===== config.mk =====
export PLATFORM = sky130hd
export DESIGN_NAME = dma_timing_top
export DESIGN_NICKNAME = d
export VERILOG_FILES = /design/src/dma_pkg.sv /design/src/dma_config_regs.sv /design/src/dma_cycle_fsm.sv /design/src/dma_end_of_process.sv /design/src/dma_bus_strobes.sv /design/src/dma_timing_top.sv
export SDC_FILE = /design/constraint.sdc
export NUM_CORES = 1
export LEC_CHECK = 0
export ABC_CLOCK_PERIOD_IN_PS = 3600
export BUFFER_PORTS_ARGS = -buffer_cell sky130_fd_sc_hd__buf_4
export CORE_ASPECT_RATIO = 1.25
export CORE_MARGIN = 2
export CORE_UTILIZATION = 35
export CTS_CLUSTER_DIAMETER = 40
export DETAILED_ROUTE_END_ITERATION = 6
export PLACE_DENSITY = 0.56
export SLEW_MARGIN = 20
export SYNTH_ARGS = -nofsm -noshare
export SYNTH_HDL_FRONTEND = slang
export SYNTH_HIERARCHICAL = 1
export SYNTH_SLANG_ARGS = --single-unit

===== constraint.sdc =====
create_clock -name clock -period 3.6 [get_ports clock]
set_input_delay 0.18 -clock clock [delete_from_list [all_inputs] [get_ports clock]]
set_output_delay 0.18 -clock clock [all_outputs]
set_load 0.1 [all_outputs]

===== src/dma_pkg.sv =====
package dma_pkg;

    localparam int NUM_CHANNELS = 4;

    typedef logic [NUM_CHANNELS-1:0] channel_mask_t;
    typedef logic [1:0]              channel_num_t;
    typedef logic [7:0]              data_t;
    typedef logic [1:0]              xfer_type_t;
    typedef logic [1:0]              xfer_mode_t;

    localparam xfer_type_t XFER_VERIFY = 2'b00;
    localparam xfer_type_t XFER_WRITE  = 2'b01;
    localparam xfer_type_t XFER_READ   = 2'b10;
    localparam xfer_type_t XFER_NONE   = 2'b11;

    // Encoding 2'b11 (cascade) is kept in the register and runs as demand
    localparam xfer_mode_t MODE_DEMAND = 2'b00;
    localparam xfer_mode_t MODE_SINGLE = 2'b01;
    localparam xfer_mode_t MODE_BLOCK  = 2'b10;

    typedef enum logic [2:0] {
        ST_IDLE,
        ST_S0,
        ST_S1,
        ST_S2,
        ST_S3,
        ST_WAIT,
        ST_S4
    } dma_state_t;

    // Command register bits
    localparam int CMD_COMPRESSED_BIT = 3;
    localparam int CMD_EXT_WRITE_BIT  = 5;
    localparam int CMD_DACK_HIGH_BIT  = 7;

    // Mode register fields
    localparam int MODE_CH_LSB   = 0;
    localparam int MODE_CH_MSB   = 1;
    localparam int MODE_TYPE_LSB = 2;
    localparam int MODE_TYPE_MSB = 3;
    localparam int MODE_MODE_LSB = 6;
    localparam int MODE_MODE_MSB = 7;

    function automatic channel_num_t mask_to_num(input channel_mask_t mask);
        channel_num_t num;
        num = '0;
        for (int i = 0; i < NUM_CHANNELS; i++) begin
            if (mask[i]) begin
                num = channel_num_t'(i);
            end
        end
        return num;
    endfunction

endpackage


===== src/dma_config_regs.sv =====
module dma_config_regs (
    input  logic                   clock,
    input  logic                   reset,
    input  logic                   master_clear_i,
    input  dma_pkg::data_t         data_bus_i,
    input  logic                   write_command_i,
    input  logic                   write_mode_i,
    input  dma_pkg::channel_num_t  channel_i,
    output dma_pkg::xfer_type_t    xfer_type_o,
    output dma_pkg::xfer_mode_t    xfer_mode_o,
    output dma_pkg::channel_mask_t edge_request_o,
    output logic                   compressed_timing_o,
    output logic                   extended_write_o,
    output logic                   dack_high_o
);
    import dma_pkg::*;

    xfer_type_t type_q [NUM_CHANNELS];
    xfer_mode_t mode_q [NUM_CHANNELS];

    // Command register
    always_ff @(posedge clock, posedge reset) begin
        if (reset) begin
            compressed_timing_o <= 1'b0;
            extended_write_o    <= 1'b0;
            dack_high_o         <= 1'b0;
        end else if (master_clear_i) begin
            compressed_timing_o <= 1'b0;
            extended_write_o    <= 1'b0;
            dack_high_o         <= 1'b0;
        end else if (write_command_i) begin
            compressed_timing_o <= data_bus_i[CMD_COMPRESSED_BIT];
            extended_write_o    <= data_bus_i[CMD_EXT_WRITE_BIT];
            dack_high_o         <= data_bus_i[CMD_DACK_HIGH_BIT];
        end
    end

    // One mode register per channel, picked by the channel field
    for (genvar ch = 0; ch < NUM_CHANNELS; ch++) begin : g_mode
        always_ff @(posedge clock, posedge reset) begin
            if (reset) begin
                type_q[ch] <= XFER_NONE;
                mode_q[ch] <= MODE_DEMAND;
            end else if (master_clear_i) begin
                type_q[ch] <= XFER_NONE;
                mode_q[ch] <= MODE_DEMAND;
            end else if (write_mode_i &&
                         (data_bus_i[MODE_CH_MSB:MODE_CH_LSB] == channel_num_t'(ch))) begin
                type_q[ch] <= data_bus_i[MODE_TYPE_MSB:MODE_TYPE_LSB];
                mode_q[ch] <= data_bus_i[MODE_MODE_MSB:MODE_MODE_LSB];
            end
        end

        // Single and block requests are latched by the priority block
        assign edge_request_o[ch] = (mode_q[ch] == MODE_SINGLE) || (mode_q[ch] == MODE_BLOCK);
    end

    assign xfer_type_o = type_q[channel_i];
    assign xfer_mode_o = mode_q[channel_i];

endmodule


===== src/dma_cycle_fsm.sv =====
module dma_cycle_fsm (
    input  logic                   clock,
    input  logic                   reset,
    input  logic                   master_clear_i,
    input  logic                   cpu_negedge_i,
    input  dma_pkg::channel_mask_t encoded_dma_i,
    input  dma_pkg::channel_mask_t dma_request_state_i,
    input  logic                   hold_acknowledge_i,
    input  logic                   ready_i,
    input  dma_pkg::xfer_type_t    xfer_type_i,
    input  dma_pkg::xfer_mode_t    xfer_mode_i,
    input  logic                   compressed_timing_i,
    input  logic                   end_of_process_i,
    output dma_pkg::dma_state_t    state_o,
    output dma_pkg::dma_state_t    next_state_o,
    output dma_pkg::channel_mask_t dack_mask_o,
    output dma_pkg::channel_num_t  channel_o,
    output dma_pkg::channel_num_t  dma_rotate_o,
    output logic                   next_word_o,
    output logic                   lock_bus_control_o
);
    import dma_pkg::*;

    logic ready_or_verify;
    logic request_dropped;
    logic demand_like;

    assign ready_or_verify = ready_i || (xfer_type_i == XFER_VERIFY);
    assign request_dropped = (dack_mask_o & dma_request_state_i) == '0;
    // Anything that is neither single nor block follows demand rules
    assign demand_like     = (xfer_mode_i != MODE_SINGLE) && (xfer_mode_i != MODE_BLOCK);

    always_comb begin
        next_state_o = state_o;
        case (state_o)
            ST_IDLE: begin
                if (encoded_dma_i != '0) next_state_o = ST_S0;
            end
            ST_S0: begin
                if (hold_acknowledge_i) next_state_o = ST_S1;
            end
            ST_S1: next_state_o = ST_S2;
            ST_S2: begin
                if (!compressed_timing_i) next_state_o = ST_S3;
                else if (ready_or_verify) next_state_o = ST_S4;
                else next_state_o = ST_WAIT;
            end
            ST_S3: begin
                next_state_o = ready_or_verify ? ST_S4 : ST_WAIT;
            end
            ST_WAIT: begin
                if (ready_i) next_state_o = ST_S4;
            end
            ST_S4: begin
                if (xfer_mode_i == MODE_SINGLE) next_state_o = ST_IDLE;
                else if (demand_like && request_dropped) next_state_o = ST_IDLE;
                else if (end_of_process_i) next_state_o = ST_IDLE;
                else next_state_o = ST_S2;
            end
            default: next_state_o = ST_IDLE;
        endcase
    end

    always_ff @(posedge clock, posedge reset) begin
        if (reset) begin
            state_o <= ST_IDLE;
        end else if (master_clear_i) begin
            state_o <= ST_IDLE;
        end else if (cpu_negedge_i) begin
            state_o <= next_state_o;
        end
    end

    // Winner is tracked until the cycle leaves idle
    always_ff @(posedge clock, posedge reset) begin
        if (reset) begin
            dack_mask_o  <= '0;
            dma_rotate_o <= 2'd3;
        end else if (master_clear_i) begin
            dack_mask_o  <= '0;
            dma_rotate_o <= 2'd3;
        end else begin
            if (state_o == ST_IDLE) dack_mask_o <= encoded_dma_i;
            if (state_o == ST_S0) dma_rotate_o <= channel_o;
        end
    end

    assign channel_o          = mask_to_num(dack_mask_o);
    assign next_word_o        = (next_state_o == ST_S4);
    assign lock_bus_control_o = (state_o != ST_IDLE);

endmodule


===== src/dma_end_of_process.sv =====
module dma_end_of_process (
    input  logic                clock,
    input  logic                reset,
    input  logic                master_clear_i,
    input  logic                cpu_posedge_i,
    input  logic                cpu_negedge_i,
    input  dma_pkg::dma_state_t state_i,
    input  dma_pkg::dma_state_t next_state_i,
    input  logic                next_word_i,
    input  logic                underflow_i,
    input  logic                end_of_process_n_i,
    output logic                end_of_process_o,
    output logic                end_of_process_n_o
);
    import dma_pkg::*;

    logic terminal_count;
    logic terminal_count_held;
    logic external_eop;

    // Pulse lasts one CPU period, held copy survives until S4
    always_ff @(posedge clock, posedge reset) begin
        if (reset) begin
            terminal_count      <= 1'b0;
            terminal_count_held <= 1'b0;
        end else if (master_clear_i) begin
            terminal_count      <= 1'b0;
            terminal_count_held <= 1'b0;
        end else if (cpu_posedge_i) begin
            if (state_i == ST_S4) begin
                terminal_count      <= 1'b0;
                terminal_count_held <= 1'b0;
            end else if (next_word_i) begin
                terminal_count      <= underflow_i;
                terminal_count_held <= underflow_i;
            end else begin
                terminal_count      <= 1'b0;
            end
        end
    end

    assign end_of_process_n_o = ~terminal_count;

    always_ff @(posedge clock, posedge reset) begin
        if (reset) begin
            external_eop     <= 1'b0;
            end_of_process_o <= 1'b0;
        end else if (master_clear_i) begin
            external_eop     <= 1'b0;
            end_of_process_o <= 1'b0;
        end else if (cpu_negedge_i) begin
            if (state_i == ST_IDLE) external_eop <= 1'b0;
            else if ((next_state_i == ST_S2) && !end_of_process_n_i) external_eop <= 1'b1;
            // Flag is valid only while in S4
            end_of_process_o <= (next_state_i == ST_S4) && (terminal_count_held || external_eop);
        end
    end

endmodule


===== src/dma_bus_strobes.sv =====
module dma_bus_strobes (
    input  logic                   clock,
    input  logic                   reset,
    input  logic                   master_clear_i,
    input  logic                   cpu_posedge_i,
    input  logic                   cpu_negedge_i,
    input  dma_pkg::dma_state_t    state_i,
    input  dma_pkg::dma_state_t    next_state_i,
    input  dma_pkg::channel_mask_t dack_mask_i,
    input  dma_pkg::xfer_type_t    xfer_type_i,
    input  logic                   compressed_timing_i,
    input  logic                   extended_write_i,
    input  logic                   dack_high_i,
    output logic                   hold_request_o,
    output logic                   address_enable_o,
    output logic                   address_strobe_o,
    output dma_pkg::channel_mask_t dma_acknowledge_o,
    output logic                   memory_read_n_o,
    output logic                   memory_write_n_o,
    output logic                   io_read_n_io_o,
    output logic                   io_read_n_out_o,
    output logic                   io_write_n_io_o,
    output logic                   io_write_n_out_o
);
    import dma_pkg::*;

    channel_mask_t dack_q;
    logic          is_read;
    logic          is_write;
    logic          early_write;

    assign is_read     = (xfer_type_i == XFER_READ);
    assign is_write    = (xfer_type_i == XFER_WRITE);
    assign early_write = extended_write_i || compressed_timing_i;

    // Hold request and address outputs
    always_ff @(posedge clock, posedge reset) begin
        if (reset) begin
            hold_request_o   <= 1'b0;
            address_enable_o <= 1'b0;
            address_strobe_o <= 1'b0;
        end else if (master_clear_i) begin
            hold_request_o   <= 1'b0;
            address_enable_o <= 1'b0;
            address_strobe_o <= 1'b0;
        end else if (cpu_posedge_i) begin
            if (next_state_i == ST_S0) hold_request_o <= 1'b1;
            else if (next_state_i == ST_IDLE) hold_request_o <= 1'b0;
            if (state_i == ST_S1) address_enable_o <= 1'b1;
            else if (state_i == ST_IDLE) address_enable_o <= 1'b0;
            address_strobe_o <= (state_i == ST_S1);
        end
    end

    always_ff @(posedge clock, posedge reset) begin
        if (reset) begin
            dack_q <= '0;
        end else if (master_clear_i) begin
            dack_q <= '0;
        end else if (cpu_negedge_i) begin
            if (next_state_i == ST_S2) dack_q <= dack_mask_i;
            else if (next_state_i == ST_IDLE) dack_q <= '0;
        end
    end

    assign dma_acknowledge_o = dack_high_i ? dack_q : ~dack_q;

    // Read and write strobes, all active low
    always_ff @(posedge clock, posedge reset) begin
        if (reset) begin
            memory_read_n_o  <= 1'b1;
            memory_write_n_o <= 1'b1;
            io_read_n_io_o   <= 1'b1;
            io_read_n_out_o  <= 1'b1;
            io_write_n_io_o  <= 1'b1;
            io_write_n_out_o <= 1'b1;
        end else if (master_clear_i) begin
            memory_read_n_o  <= 1'b1;
            memory_write_n_o <= 1'b1;
            io_read_n_io_o   <= 1'b1;
            io_read_n_out_o  <= 1'b1;
            io_write_n_io_o  <= 1'b1;
            io_write_n_out_o <= 1'b1;
        end else if (cpu_posedge_i) begin
            // Early io variants span the whole grant
            if ((state_i == ST_S1) && is_write) io_read_n_io_o <= 1'b0;
            else if (state_i == ST_IDLE) io_read_n_io_o <= 1'b1;
            if ((state_i == ST_S1) && is_read) io_write_n_io_o <= 1'b0;
            else if (state_i == ST_IDLE) io_write_n_io_o <= 1'b1;

            if (state_i == ST_S4) begin
                memory_read_n_o  <= 1'b1;
                io_read_n_out_o  <= 1'b1;
                memory_write_n_o <= 1'b1;
                io_write_n_out_o <= 1'b1;
            end else begin
                if ((state_i == ST_S2) && is_read) memory_read_n_o <= 1'b0;
                if ((state_i == ST_S2) && is_write) io_read_n_out_o <= 1'b0;
                // Writes start one period later unless extended or compressed
                if ((state_i == ST_S3) || ((state_i == ST_S2) && early_write)) begin
                    if (is_read) io_write_n_out_o <= 1'b0;
                    if (is_write) memory_write_n_o <= 1'b0;
                end
            end
        end
    end

endmodule


===== src/dma_timing_top.sv =====
module dma_timing_top (
    input  logic                   clock,
    input  logic                   reset,
    input  logic                   cpu_posedge_i,
    input  logic                   cpu_negedge_i,
    input  logic                   master_clear_i,
    input  dma_pkg::data_t         data_bus_i,
    input  logic                   write_command_i,
    input  logic                   write_mode_i,
    input  dma_pkg::channel_mask_t encoded_dma_i,
    input  dma_pkg::channel_mask_t dma_request_state_i,
    input  logic                   hold_acknowledge_i,
    input  logic                   ready_i,
    input  logic                   end_of_process_n_i,
    input  logic                   underflow_i,
    output logic                   hold_request_o,
    output dma_pkg::channel_mask_t dma_acknowledge_o,
    output logic                   address_enable_o,
    output logic                   address_strobe_o,
    output logic                   memory_read_n_o,
    output logic                   memory_write_n_o,
    output logic                   io_read_n_io_o,
    output logic                   io_read_n_out_o,
    output logic                   io_write_n_io_o,
    output logic                   io_write_n_out_o,
    output logic                   end_of_process_n_o,
    output logic                   next_word_o,
    output dma_pkg::channel_mask_t edge_request_o,
    output dma_pkg::channel_num_t  dma_rotate_o,
    output logic                   lock_bus_control_o
);
    import dma_pkg::*;

    channel_num_t  channel;
    channel_mask_t dack_mask;
    xfer_type_t    xfer_type;
    xfer_mode_t    xfer_mode;
    dma_state_t    state;
    dma_state_t    next_state;
    logic          compressed_timing;
    logic          extended_write;
    logic          dack_high;
    logic          end_of_process;

    dma_config_regs u_config (
        .clock, .reset, .master_clear_i, .data_bus_i, .write_command_i, .write_mode_i,
        .channel_i (channel), .xfer_type_o (xfer_type), .xfer_mode_o (xfer_mode),
        .edge_request_o, .compressed_timing_o (compressed_timing),
        .extended_write_o (extended_write), .dack_high_o (dack_high)
    );

    dma_cycle_fsm u_fsm (
        .clock, .reset, .master_clear_i, .cpu_negedge_i, .encoded_dma_i,
        .dma_request_state_i, .hold_acknowledge_i, .ready_i,
        .xfer_type_i (xfer_type), .xfer_mode_i (xfer_mode),
        .compressed_timing_i (compressed_timing), .end_of_process_i (end_of_process),
        .state_o (state), .next_state_o (next_state), .dack_mask_o (dack_mask),
        .channel_o (channel), .dma_rotate_o, .next_word_o, .lock_bus_control_o
    );

    dma_end_of_process u_eop (
        .clock, .reset, .master_clear_i, .cpu_posedge_i, .cpu_negedge_i,
        .state_i (state), .next_state_i (next_state), .next_word_i (next_word_o),
        .underflow_i, .end_of_process_n_i, .end_of_process_o (end_of_process),
        .end_of_process_n_o
    );

    dma_bus_strobes u_strobes (
        .clock, .reset, .master_clear_i, .cpu_posedge_i, .cpu_negedge_i,
        .state_i (state), .next_state_i (next_state), .dack_mask_i (dack_mask),
        .xfer_type_i (xfer_type), .compressed_timing_i (compressed_timing),
        .extended_write_i (extended_write), .dack_high_i (dack_high),
        .hold_request_o, .address_enable_o, .address_strobe_o, .dma_acknowledge_o,
        .memory_read_n_o, .memory_write_n_o, .io_read_n_io_o, .io_read_n_out_o,
        .io_write_n_io_o, .io_write_n_out_o
    );

endmodule


# After elaboration in Yosys (flattened, before gate mapping)
# Index checks and enable logic that the tools add are counted.
# op_classes
order_cmp	1
eq_ne	25
mux	100
bitwise_logic	4
n_reduce_logical	61
# ops
cell	count
$mux W1	56
$mux W2	26
$reduce_bool A3 Y1	13
$mux W4	7
$mux W3	8
$pmux W3 S7	1
$reduce_and A2 Y1	9
$reduce_bool A2 Y1	9
$eq A2 B1 Y1 const B	7
$eq A2 B2 Y1 const B	7
$logic_and A1 B1 Y1	13
$eq A3 B3 Y1 const B	4
$eq A3 B2 Y1 const B	3
$bmux W2 S2	2
$logic_or A1 B1 Y1	8
$eq A3 B1 Y1 const B	2
$logic_not A3 Y1	2
$reduce_and A3 Y1	2
$and A4 B4 Y4	1
$logic_not A2 Y1	2
$logic_not A4 Y1	1
$not A4 Y4	1
$reduce_bool A4 Y1	1
$ge A3 B3 Y1 const B	1
other kinds (5)	5
# totals
register_bits	45
in_bits	27
output_inout_bits	22
wordCells	219

# Longest topological paths before layout
# Gate-level depths: netlist (run 1).
# logic_depth
ltp_word	19
depth_mapped	12
mapped_depth_nobuf	12

# Hierarchy
# The synthesis (run 1) kept the hierarchy.
# modules_own_cells
module	n_inst	cells_per_inst	area_per_inst_um2	seq_area_each_um2
dma_config_regs	1	78	965.9	485.5
dma_bus_strobes	1	74	772.0	332.8
dma_cycle_fsm	1	69	579.3	227.7
dma_end_of_process	1	22	202.7	100.1

# Worst setup path after synthesis (run 1)
# No wires, ideal clock.
# synth_timing
kind	register to register
start	reg u_fsm.dack_mask_o[2]
end	reg u_eop.terminal_count
setup_time_ns	0.079
arrival_ns	3.545
t_required_ns	3.521
slack_ns	-0.024
path_stages_with_launch	10
path_buffers	0
period_less_slack_ns	3.624
path_cell_list	dfrtp_1 inv_1 a21o_1 mux4_2 o21bai_1 a32o_1 a21oi_1 nor2_1 o2111ai_1 a21oi_1
# synth_between
word_cells_on_any_way	28
classes_between	eq/ne: 4; mux: 17; bitwise: 2; reduce/logical: 5
# synth_rtl
element	line_no	source
from (decl)	dma_cycle_fsm.sv:16	output dma_pkg::channel_mask_t dack_mask_o,
from (signal assigned)	dma_cycle_fsm.sv:83	if (state_o == ST_IDLE) dack_mask_o <= encoded_dma_i;
$mux W2 * (2 in a row)	dma_pkg.sv:48	if (mask[i]) begin
net channel[0]	dma_timing_top.sv:34	channel_num_t channel;
$not A2 Y3 (implied by the code) *	dma_config_regs.sv:58	assign xfer_type_o = type_q[channel_i];
$bmux W2 S2 *	dma_config_regs.sv:58	
$mux W2 (implied by the code) * (2 in a row)	dma_config_regs.sv:58	
net xfer_type[0]	dma_timing_top.sv:36	xfer_type_t xfer_type;
$logic_not A2 Y1 *	dma_cycle_fsm.sv:28	assign ready_or_verify = ready_i || (xfer_type_i == XFER_VERIFY);
$logic_or A1 B1 Y1 *	dma_cycle_fsm.sv:28	
$mux W2 *	dma_cycle_fsm.sv:45, dma_cycle_fsm.sv:49	
$mux W3	dma_cycle_fsm.sv:44	if (!compressed_timing_i) next_state_o = ST_S3;
$pmux W3 S7 *	dma_cycle_fsm.sv:35	case (state_o)
$eq A3 B3 Y1 *	dma_cycle_fsm.sv:89	assign next_word_o = (next_state_o == ST_S4);
net next_word_o	dma_timing_top.sv:27	output logic next_word_o,
$mux W1 *	dma_end_of_process.sv:33	end else if (next_word_i) begin
$mux W1 *	dma_end_of_process.sv:30	if (state_i == ST_S4) begin
$mux W1 *	dma_end_of_process.sv:29	end else if (cpu_posedge_i) begin
$mux W1 *	dma_end_of_process.sv:26	end else if (master_clear_i) begin
to (signal assigned)	dma_end_of_process.sv:34	terminal_count <= underflow_i;
to (decl)	dma_end_of_process.sv:17	logic terminal_count;
# The timed path passes the listed nets; every way through them passes the cells marked *. The select of a mux whose other input is x is not followed.
# A chain may end at the register's enable or synchronous reset.

# Final worst setup path (run 1)
# layout_timing
start	reg u_fsm.dack_mask_o[2]
end	out next_word_o
# layout_between
word_cells_on_any_way	24
classes_between	eq/ne: 4; mux: 13; bitwise: 2; reduce/logical: 5
# layout_rtl
element	line_no
$mux W2 * (2 in a row)	dma_pkg.sv:48
net channel[0]	dma_timing_top.sv:34
$not A2 Y3 (implied by the code) *	dma_config_regs.sv:58
$bmux W2 S2 *	dma_config_regs.sv:58
$mux W2 (implied by the code) * (2 in a row)	dma_config_regs.sv:58
net xfer_type[1]	dma_timing_top.sv:36
$logic_not A2 Y1 *	dma_cycle_fsm.sv:28
$logic_or A1 B1 Y1 *	dma_cycle_fsm.sv:28
$mux W2 *	dma_cycle_fsm.sv:45, dma_cycle_fsm.sv:49
$mux W3	dma_cycle_fsm.sv:44
$pmux W3 S7 *	dma_cycle_fsm.sv:35
$eq A3 B3 Y1 *	dma_cycle_fsm.sv:89
to (decl)	dma_timing_top.sv:27
# Marked as above.

==> impl_summary.txt, run 1 <==
----------------------------------------------------
[Floorplanning]
  Number of standard-cell rows in the floorplan ... 34
  Die height ... 98.87 um
  Horizontal extent of the die ... 79.90 um
  Initial core utilization ... 0.3612
  Core box area ... 6977 um2
  Number of ports placed on the die boundary ... 49
  Die Footprint ... 7899 um2

[Job]
  Number of maximum-capacitance constraint violations ... 0

[Timing]
  Actual transition at the worst max-transition pin ... 0.7190 ns
  Final clock period utilization by the worst path ... 0.8311
  Worst setup skew after layout ... 0.004247 ns
  Final-report max-slew violation count ... 0
  Final hold violation count ... 0
  Final period demand of the worst path ... 2.992 ns
  Sum of negative setup slack ... 0 ns
  Relative max-transition margin ... 0.5201
  Hold slack final ... 0.1392 ns
  Peak clock frequency supported by timing ... 0.3342 GHz
  RSZ-0062 raised after global routing ... false
  Count of endpoints failing setup in the final report ... 0

[Clocking]
  CTS clk-pin slew, worst paths ... 0.08 ns
  Root Driver ... sky130_fd_sc_hd__clkbuf_8
  Buffers from clock root to sink, at most ... 2
  Inserted Clock Buffers ... 5
  Worst skew pair latency ... 0.29 ns
  Number of hold buffers added after CTS ... 1
  Count of H-tree levels built during CTS ... 2
  Buffers inserted during post-CTS setup optimization ... 0
  CTS tree ... done
  Clock net sink count ... 45
  Post-cts repair resize count ... 0

[Drt]
  # DRC ... 0
  Final antenna-violating net count ... 0
  Detailed router's first-iteration violation count ... 148
  Final wirelength ... 5711 um
  Vias ... 1942
  Wire length per cell ... 15.03 um
  Iteration count of the initial detailed-routing pass ... 4
  Vias/cell ... 5.111

[Synth]
  Post-synth cell types ... 51
  Number of enable-type register cells in the synthesized netlist ... 0
  Yosys warning total ... 6
  Biggest area consumer among synthesized cells ... sky130_fd_sc_hd__dfrtp_1
  Post-Synthesis Cells ... 243
  Dominant synthesized flop cell ... sky130_fd_sc_hd__dfrtp_1
  Top area cells in the synthesized netlist ... sky130_fd_sc_hd__dfrtp_1 (29%), sky130_fd_sc_hd__dfstp_2 (17%), sky130_fd_sc_hd__mux2i_1 (9.5%)
  Async set-or-reset flop fraction in the synthesized netlist ... 1.000
  Flops & latches, synth ... 45
  Mean area per synthesized cell ... 10.37 um2
  Portion of synthesized cell area occupied by the leading cell type ... 0.2880
  Netlist Area Pre-Place ... 2520 um2
  Nets in the synthesized netlist ... 271
  Sequential-to-total area share from yosys stat ... 0.4548

[Min path]
  Hold Path Class ... in2reg

[Layout]
  Most frequent standard cell in the layout excluding fill and tap cells ... sky130_fd_sc_hd__buf_4
  Top library cells by usage in the layout, fill and taps aside ... sky130_fd_sc_hd__buf_4 (47), sky130_fd_sc_hd__dfrtp_1 (29), sky130_fd_sc_hd__nor2_1 (24), sky130_fd_sc_hd__mux2i_1 (24), sky130_fd_sc_hd__nand2_1 (20)
  Synthesis-to-finish area growth ... 20.46%
  Ratio of cells with drive above 1 in the final layout ... 0.2897
  Final Instance Count excl. Fillers ... 380
  Post-route cell area ... 3035 um2
  Total Nets Final ... 317
  Number of diodes ... 0
  Layout Utilization ... 0.4351

[Placed design]
  Instance area after placement ... 2935 um2
  Number of I/O port buffers ... 47
  Routability-driven placement congestion ratio ... 0.7660
  Placed cell count ... 371
  DPL Wire Length ... 4195 um

[Setup path]
  Capturing element type of the critical path ... output port
  Crit path max fanout ... 5
  Type of element launching the critical path ... register
  Worst Path Class, Setup ... reg2out
  Crit path DAT ... 2.81 ns
  CP Data Required Time ... 3.42 ns

[GRT]
  Vias in the first global route ... 1939
  Total routing resource utilization after global routing ... 0.1575
  GRT Residual Overflow ... 0
  Wire length of the first global-routing pass ... 9763 um
  Number of antenna violations at the first check in global routing ... 0
  Pin count of the biggest net entering global routing ... 55

[Run status]
  Run status ... completed

[Power]
  Leakage power figure ... 1.407 nW
  Power Density ... 390.9 nW/um2
  Max IR drop VDD ... 0.0001612 V

----------------------------------------------------
[Yosys cell counts, types with 5 or more instances]
library cell	number
sky130_fd_sc_hd__xnor2_1	5
sky130_fd_sc_hd__mux2i_1	24
sky130_fd_sc_hd__nor3_1	8
sky130_fd_sc_hd__a21oi_1	10
sky130_fd_sc_hd__nor2_1	25
sky130_fd_sc_hd__inv_1	13
sky130_fd_sc_hd__dfrtp_1	29
sky130_fd_sc_hd__nand2b_1	17
sky130_fd_sc_hd__dfstp_2	16
sky130_fd_sc_hd__nand3b_1	7
sky130_fd_sc_hd__nor2b_1	5
sky130_fd_sc_hd__nand2_1	20
[kinds of logic (layout without fill, tap and decap cells)]
family                     Yosys count  in the layout  share of synthesized area
adders and majority gates            1              1                   0.004964
and+or+nand+nor                    101            101                     0.2279
xor gates and xnor gates             9              9                    0.03128
DFF                                 45             45                     0.4548
AOI/OAI and AO/OA                   36             36                     0.1053
buffers and inverters               22             69                    0.04022
muxes                               29             29                     0.1356
[area by class of cell]
class,count,area [um2]
fillers,707,3941
inverters,13,48.80
multi-input cells,176,1275
repair buffers,48,362.8
well taps,90,112.6
flip-flops and latches,45,1146
clock buffers,8,90.09
[per-stage QoR]
stage | setup WS, ns | power [mW]
6_report | 0.6080 | 1.187
2_1_floorplan | 0.5222 | 0.7961
3_5_place_dp | 0.7521 | 0.8790
4_1_cts | 0.5735 | 1.208
5_1_grt | 0.3721 | 1.254
3_3_place_gp | 0.8043 | 0.8765
[flip-flops by register name (all words and copies together), names as in the netlist, 2 cells and up]
register and flops:
u_config/mode_q 8, u_config/type_q 8, u_fsm/dack_mask_o 4, u_fsm/dma_rotate_o 2
u_fsm/state_o 3, u_strobes/dack_q 4
[metal layers]
metal,GRT usage,vias to the layer above,routed length (um)
li1,-,942,-
met1,0.2108,940,2516
met2,0.2583,54,2847
met3,0.02930,6,267
met4,0.04694,0,80
met5,0,-,0
[worst paths after layout]
| kind | slack, ns | depth (start not counted) | end | from |
|---|---|---|---|---|
| max in group asynchronous | 2.56 | 3 | u_config/mode_q[6] | reset |
| worst min register to register | 0.48 | 2 | u_strobes/io_read_n_out_o | u_strobes/io_read_n_out_o |
| worst max register to register | 0.78 | 10 | u_strobes/dack_q[3] | u_fsm/dack_mask_o[2] |
| worst max-delay path | 0.61 | 8 | next_word_o | u_fsm/dack_mask_o[2] |
| worst min-delay path | 0.14 | 3 | u_fsm/dack_mask_o[2] | encoded_dma_i[2] |
| min in group asynchronous | 0.34 | 3 | u_eop/terminal_count | reset |
[worst max-delay path, cell delays in order, from the launching register on]
cell	delay, ns
sky130_fd_sc_hd__dfrtp_1	0.43
sky130_fd_sc_hd__inv_1	0.07
sky130_fd_sc_hd__a21o_1	0.28
sky130_fd_sc_hd__mux4_2	0.60
sky130_fd_sc_hd__o21bai_1	0.26
sky130_fd_sc_hd__a32o_1	0.21
sky130_fd_sc_hd__a21oi_1	0.11
sky130_fd_sc_hd__nor2_2	0.24
sky130_fd_sc_hd__buf_4	0.32
[where the power goes]
group	switching [mW]	total, mW	internal, mW
combinational	0.206	0.307	0.102
sequential	0.0295	0.560	0.531
clock	0.162	0.319	0.157
No activity file was read; power rests on OpenSTA's default activity.
==> run 2, diff against run 1 <==
--- a/config.mk
+++ b/config.mk
@@ -5,14 +5,14 @@
 export SDC_FILE = /design/constraint.sdc
 export NUM_CORES = 1
 export LEC_CHECK = 0
-export ABC_CLOCK_PERIOD_IN_PS = 3600
+export ABC_CLOCK_PERIOD_IN_PS = 2450
 export BUFFER_PORTS_ARGS = -buffer_cell sky130_fd_sc_hd__buf_4
 export CORE_ASPECT_RATIO = 1.25
 export CORE_MARGIN = 2
 export CORE_UTILIZATION = 35
 export CTS_CLUSTER_DIAMETER = 40
 export DETAILED_ROUTE_END_ITERATION = 6
-export PLACE_DENSITY = 0.56
+export PLACE_DENSITY = 0.58
 export SLEW_MARGIN = 20
 export SYNTH_ARGS = -nofsm -noshare
 export SYNTH_HDL_FRONTEND = slang
==> constraint.sdc (replaced) <==
create_clock -name clock -period 2.45 [get_ports clock]
set_input_delay 0.1225 -clock clock [delete_from_list [all_inputs] [get_ports clock]]
set_output_delay 0.1225 -clock clock [all_outputs]
set_load 0.1 [all_outputs]
==> impl_summary.txt, run 2 (same netlist as run 1, synthesis figures left out) <==
----------------------------------------------------
[Run status]
  Run status ... finished, violations left (was completed)
  Violated checks ... negative setup slack

[Min path]
  Worst Hold Depth ... 3 (unchanged)
  End of the worst hold path ... u_config/extended_write_o (was u_fsm/dack_mask_o[2])
  Hold Path Origin ... data_bus_i[5] (was encoded_dma_i[2])
  Hold Path Class ... in2reg (unchanged)

[Setup path]
  CP Data Required Time ... 2.33 ns (was 3.42 ns)
  RR Startpoint ... u_fsm/dack_mask_o[2] (unchanged)
  Crit path DAT ... 2.33 ns (was 2.81 ns)
  Minimum setup slack among reg-to-reg paths ... 0.03 ns (was 0.78 ns)
  Worst Path Class, Setup ... reg2out (unchanged)
  Endpoint of the worst-slack reg-to-reg timing path ... u_eop/terminal_count_held (was u_strobes/dack_q[3])
  Crit path max fanout ... 5 (unchanged)
  Cell count of the worst reg-to-reg path ... 13 (was 10)
  Capturing element type of the critical path ... output port (unchanged)
  Type of element launching the critical path ... register (unchanged)

[Timing]
  Final clock period utilization by the worst path ... 1.002
  Final period demand of the worst path ... 2.456 ns
  Hold slack final ... 0.08002 ns (was 0.1392 ns)
  Worst setup skew after layout ... 0.005703 ns (was 0.004247 ns)
  Actual transition at the worst max-transition pin ... 0.7255 ns (was 0.7190 ns)
  Final setup slack of the worst path ... -0.005957 ns (was 0.6080 ns)
  Final hold violation count ... 0 (unchanged)
  Relative max-transition margin ... 0.5158 (was 0.5201)
  Count of endpoints failing setup in the final report ... 1 (was 0)
  Final-report max-slew violation count ... 0 (unchanged)
  Sum of negative setup slack ... -0.005957 ns (was 0 ns)
  RSZ-0062 raised after global routing ... true (was false)
  Peak clock frequency supported by timing ... 0.4072 GHz

[Layout]
  Most frequent standard cell in the layout excluding fill and tap cells ... sky130_fd_sc_hd__buf_4 (unchanged)
  Synthesis-to-finish area growth ... 30.39% (was 20.46%)
  Layout Utilization ... 0.4709 (was 0.4351)
  Top flop regs ... u_config/mode_q: 8 flops, u_config/type_q: 8 flops (unchanged)
  Number of filler instances in the final layout ... 687 (was 707)
  Ratio of cells with drive above 1 in the final layout ... 0.3725 (was 0.2897)
  Final Instance Count excl. Fillers ... 396 (was 380)
  Total Nets Final ... 333 (was 317)
  Number of diodes ... 0 (unchanged)
  Post-route cell area ... 3286 um2 (was 3035 um2)
  Top library cells by usage in the layout, fill and taps aside ... sky130_fd_sc_hd__buf_4 (61), sky130_fd_sc_hd__dfrtp_1 (29), sky130_fd_sc_hd__nor2_1 (24), sky130_fd_sc_hd__mux2i_1 (24) (was sky130_fd_sc_hd__buf_4 (47), sky130_fd_sc_hd__dfrtp_1 (29), sky130_fd_sc_hd__nor2_1 (24), sky130_fd_sc_hd__mux2i_1 (24), sky130_fd_sc_hd__nand2_1 (20))

[Power]
  Leakage power figure ... 1.516 nW (was 1.407 nW)
  Power Density ... 556.7 nW/um2 (was 390.9 nW/um2)
  Power after layout ... 1.829 mW (was 1.187 mW)
  Max IR drop VDD ... 0.0003042 V (was 0.0001612 V)

[Clocking]
  Buffers from clock root to sink, at most ... 2 (unchanged)
  Clock net sink count ... 45 (unchanged)
  Inserted Clock Buffers ... 5 (unchanged)
  Count of H-tree levels built during CTS ... 2 (unchanged)
  Worst skew pair latency ... 0.29 ns (about the same)
  CTS tree ... done (unchanged)
  Root Driver ... sky130_fd_sc_hd__clkbuf_8 (unchanged)
  CTS clk-pin slew, worst paths ... 0.08 ns (about the same)

[Job]
  Number of maximum-capacitance constraint violations ... 0 (unchanged)

[Drt]
  Detailed router's first-iteration violation count ... 91 (was 148)
  Final antenna-violating net count ... 0 (unchanged)
  Wire length per cell ... 15.41 um (was 15.03 um)
  # DRC ... 0 (unchanged)
  Vias/cell ... 5.083 (was 5.111)
  Final wirelength ... 6104 um (was 5711 um)
  Vias ... 2013 (was 1942)
  Iteration count of the initial detailed-routing pass ... 4 (unchanged)

[Placed design]
  Instance area after placement ... 3040 um2 (was 2935 um2)
  DPL Wire Length ... 4510 um (was 4195 um)
  Worst slack at placement ... -0.2101 ns (was 0.7521 ns)
  Placed cell count ... 383 (was 371)
  Routability-driven placement congestion ratio ... 0.7885 (was 0.7660)
  Number of I/O port buffers ... 47 (unchanged)

[GRT]
  GRT Residual Overflow ... 0 (unchanged)
  Number of antenna violations at the first check in global routing ... 0 (unchanged)
  GR Util met3 ... 0.03297 (was 0.02930)
  Total routing resource utilization after global routing ... 0.1550 (was 0.1575)
  Fraction of met2 tracks used by global routing ... 0.2654 (was 0.2583)
  Vias in the first global route ... 2019 (was 1939)
  Busiest metal layer after global routing ... met2 (unchanged)
  Pin count of the biggest net entering global routing ... 55 (unchanged)
  Met1 track demand over resource in global routing ... 0.1954 (was 0.2108)
  Wire length of the first global-routing pass ... 9694 um (was 9763 um)

[Floorplanning]
  Horizontal extent of the die ... 79.90 um (unchanged)
  Number of standard-cell rows in the floorplan ... 34 (unchanged)
  Core box area ... 6977 um2 (unchanged)
  Die height ... 98.87 um (unchanged)
  Die Footprint ... 7899 um2 (unchanged)
  Initial core utilization ... 0.3612 (unchanged)
  Number of ports placed on the die boundary ... 49 (unchanged)

----------------------------------------------------
run 2: power by group:
part | internal [mW] | leakage (nW) | switching, mW | total [mW]
sequential | 0.780 | 0.564 | 0.0314 | 0.812
clock | 0.230 | 0.0455 | 0.244 | 0.474
combinational | 0.200 | 0.907 | 0.343 | 0.543
run 2: per-layer routing:
metal | part of all wire | vias to the layer above
met1 | 0.43 | 976
met5 | 0 | -
met2 | 0.51 | 46
met4 | 0.019 | 0
li1 | - | 978
met3 | 0.040 | 13
run 2: repair_timing:
action                                 4_1_cts  5_1_grt
pin swaps                                    7       11
setup endpoints to repair                   10       11
resized for setup                           17        8
hold buffers                                 1        0
setup buffers                                2        2
endpoints found under the hold margin       25        0
run 2: critical path: stages, from the launching register on:
cell and delay (ns):
sky130_fd_sc_hd__dfrtp_1 0.38, sky130_fd_sc_hd__inv_1 0.07, sky130_fd_sc_hd__a21o_4 0.16, sky130_fd_sc_hd__mux4_2 0.55, sky130_fd_sc_hd__o21bai_4 0.17, sky130_fd_sc_hd__a32o_1 0.19, sky130_fd_sc_hd__a21oi_2 0.06, sky130_fd_sc_hd__buf_4 0.15
sky130_fd_sc_hd__nor2_4 0.12, sky130_fd_sc_hd__buf_12 0.19
run 2: cell type report:
type / instances / area [um2] / share of cell area
Tap cell: 90 / 112.6 / 0.03427
Sequential cell: 45 / 1146 / 0.3488
Inverter: 13 / 48.80 / 0.01485
Clock buffer: 8 / 90.09 / 0.02742
Multi-Input combinational cell: 176 / 1389 / 0.4227
Timing Repair Buffer: 64 / 499.2 / 0.1519
run 2: how the worst max path moves through the flow:
stage,depth (start not counted),startpoint,slack (ns),end
floorplan,9,u_fsm/dack_mask_o[2],-0.20,u_eop/terminal_count_held
global placement,11,u_fsm/dack_mask_o[2],-0.12,u_strobes/dack_q[2]
detailed placement,11,u_fsm/dack_mask_o[2],-0.21,u_strobes/dack_q[2]
CTS,9,u_fsm/dack_mask_o[2],-0.06,next_word_o
global route,9,u_fsm/dack_mask_o[2],-0.13,next_word_o
finish,9,u_fsm/dack_mask_o[2],-0.006,next_word_o
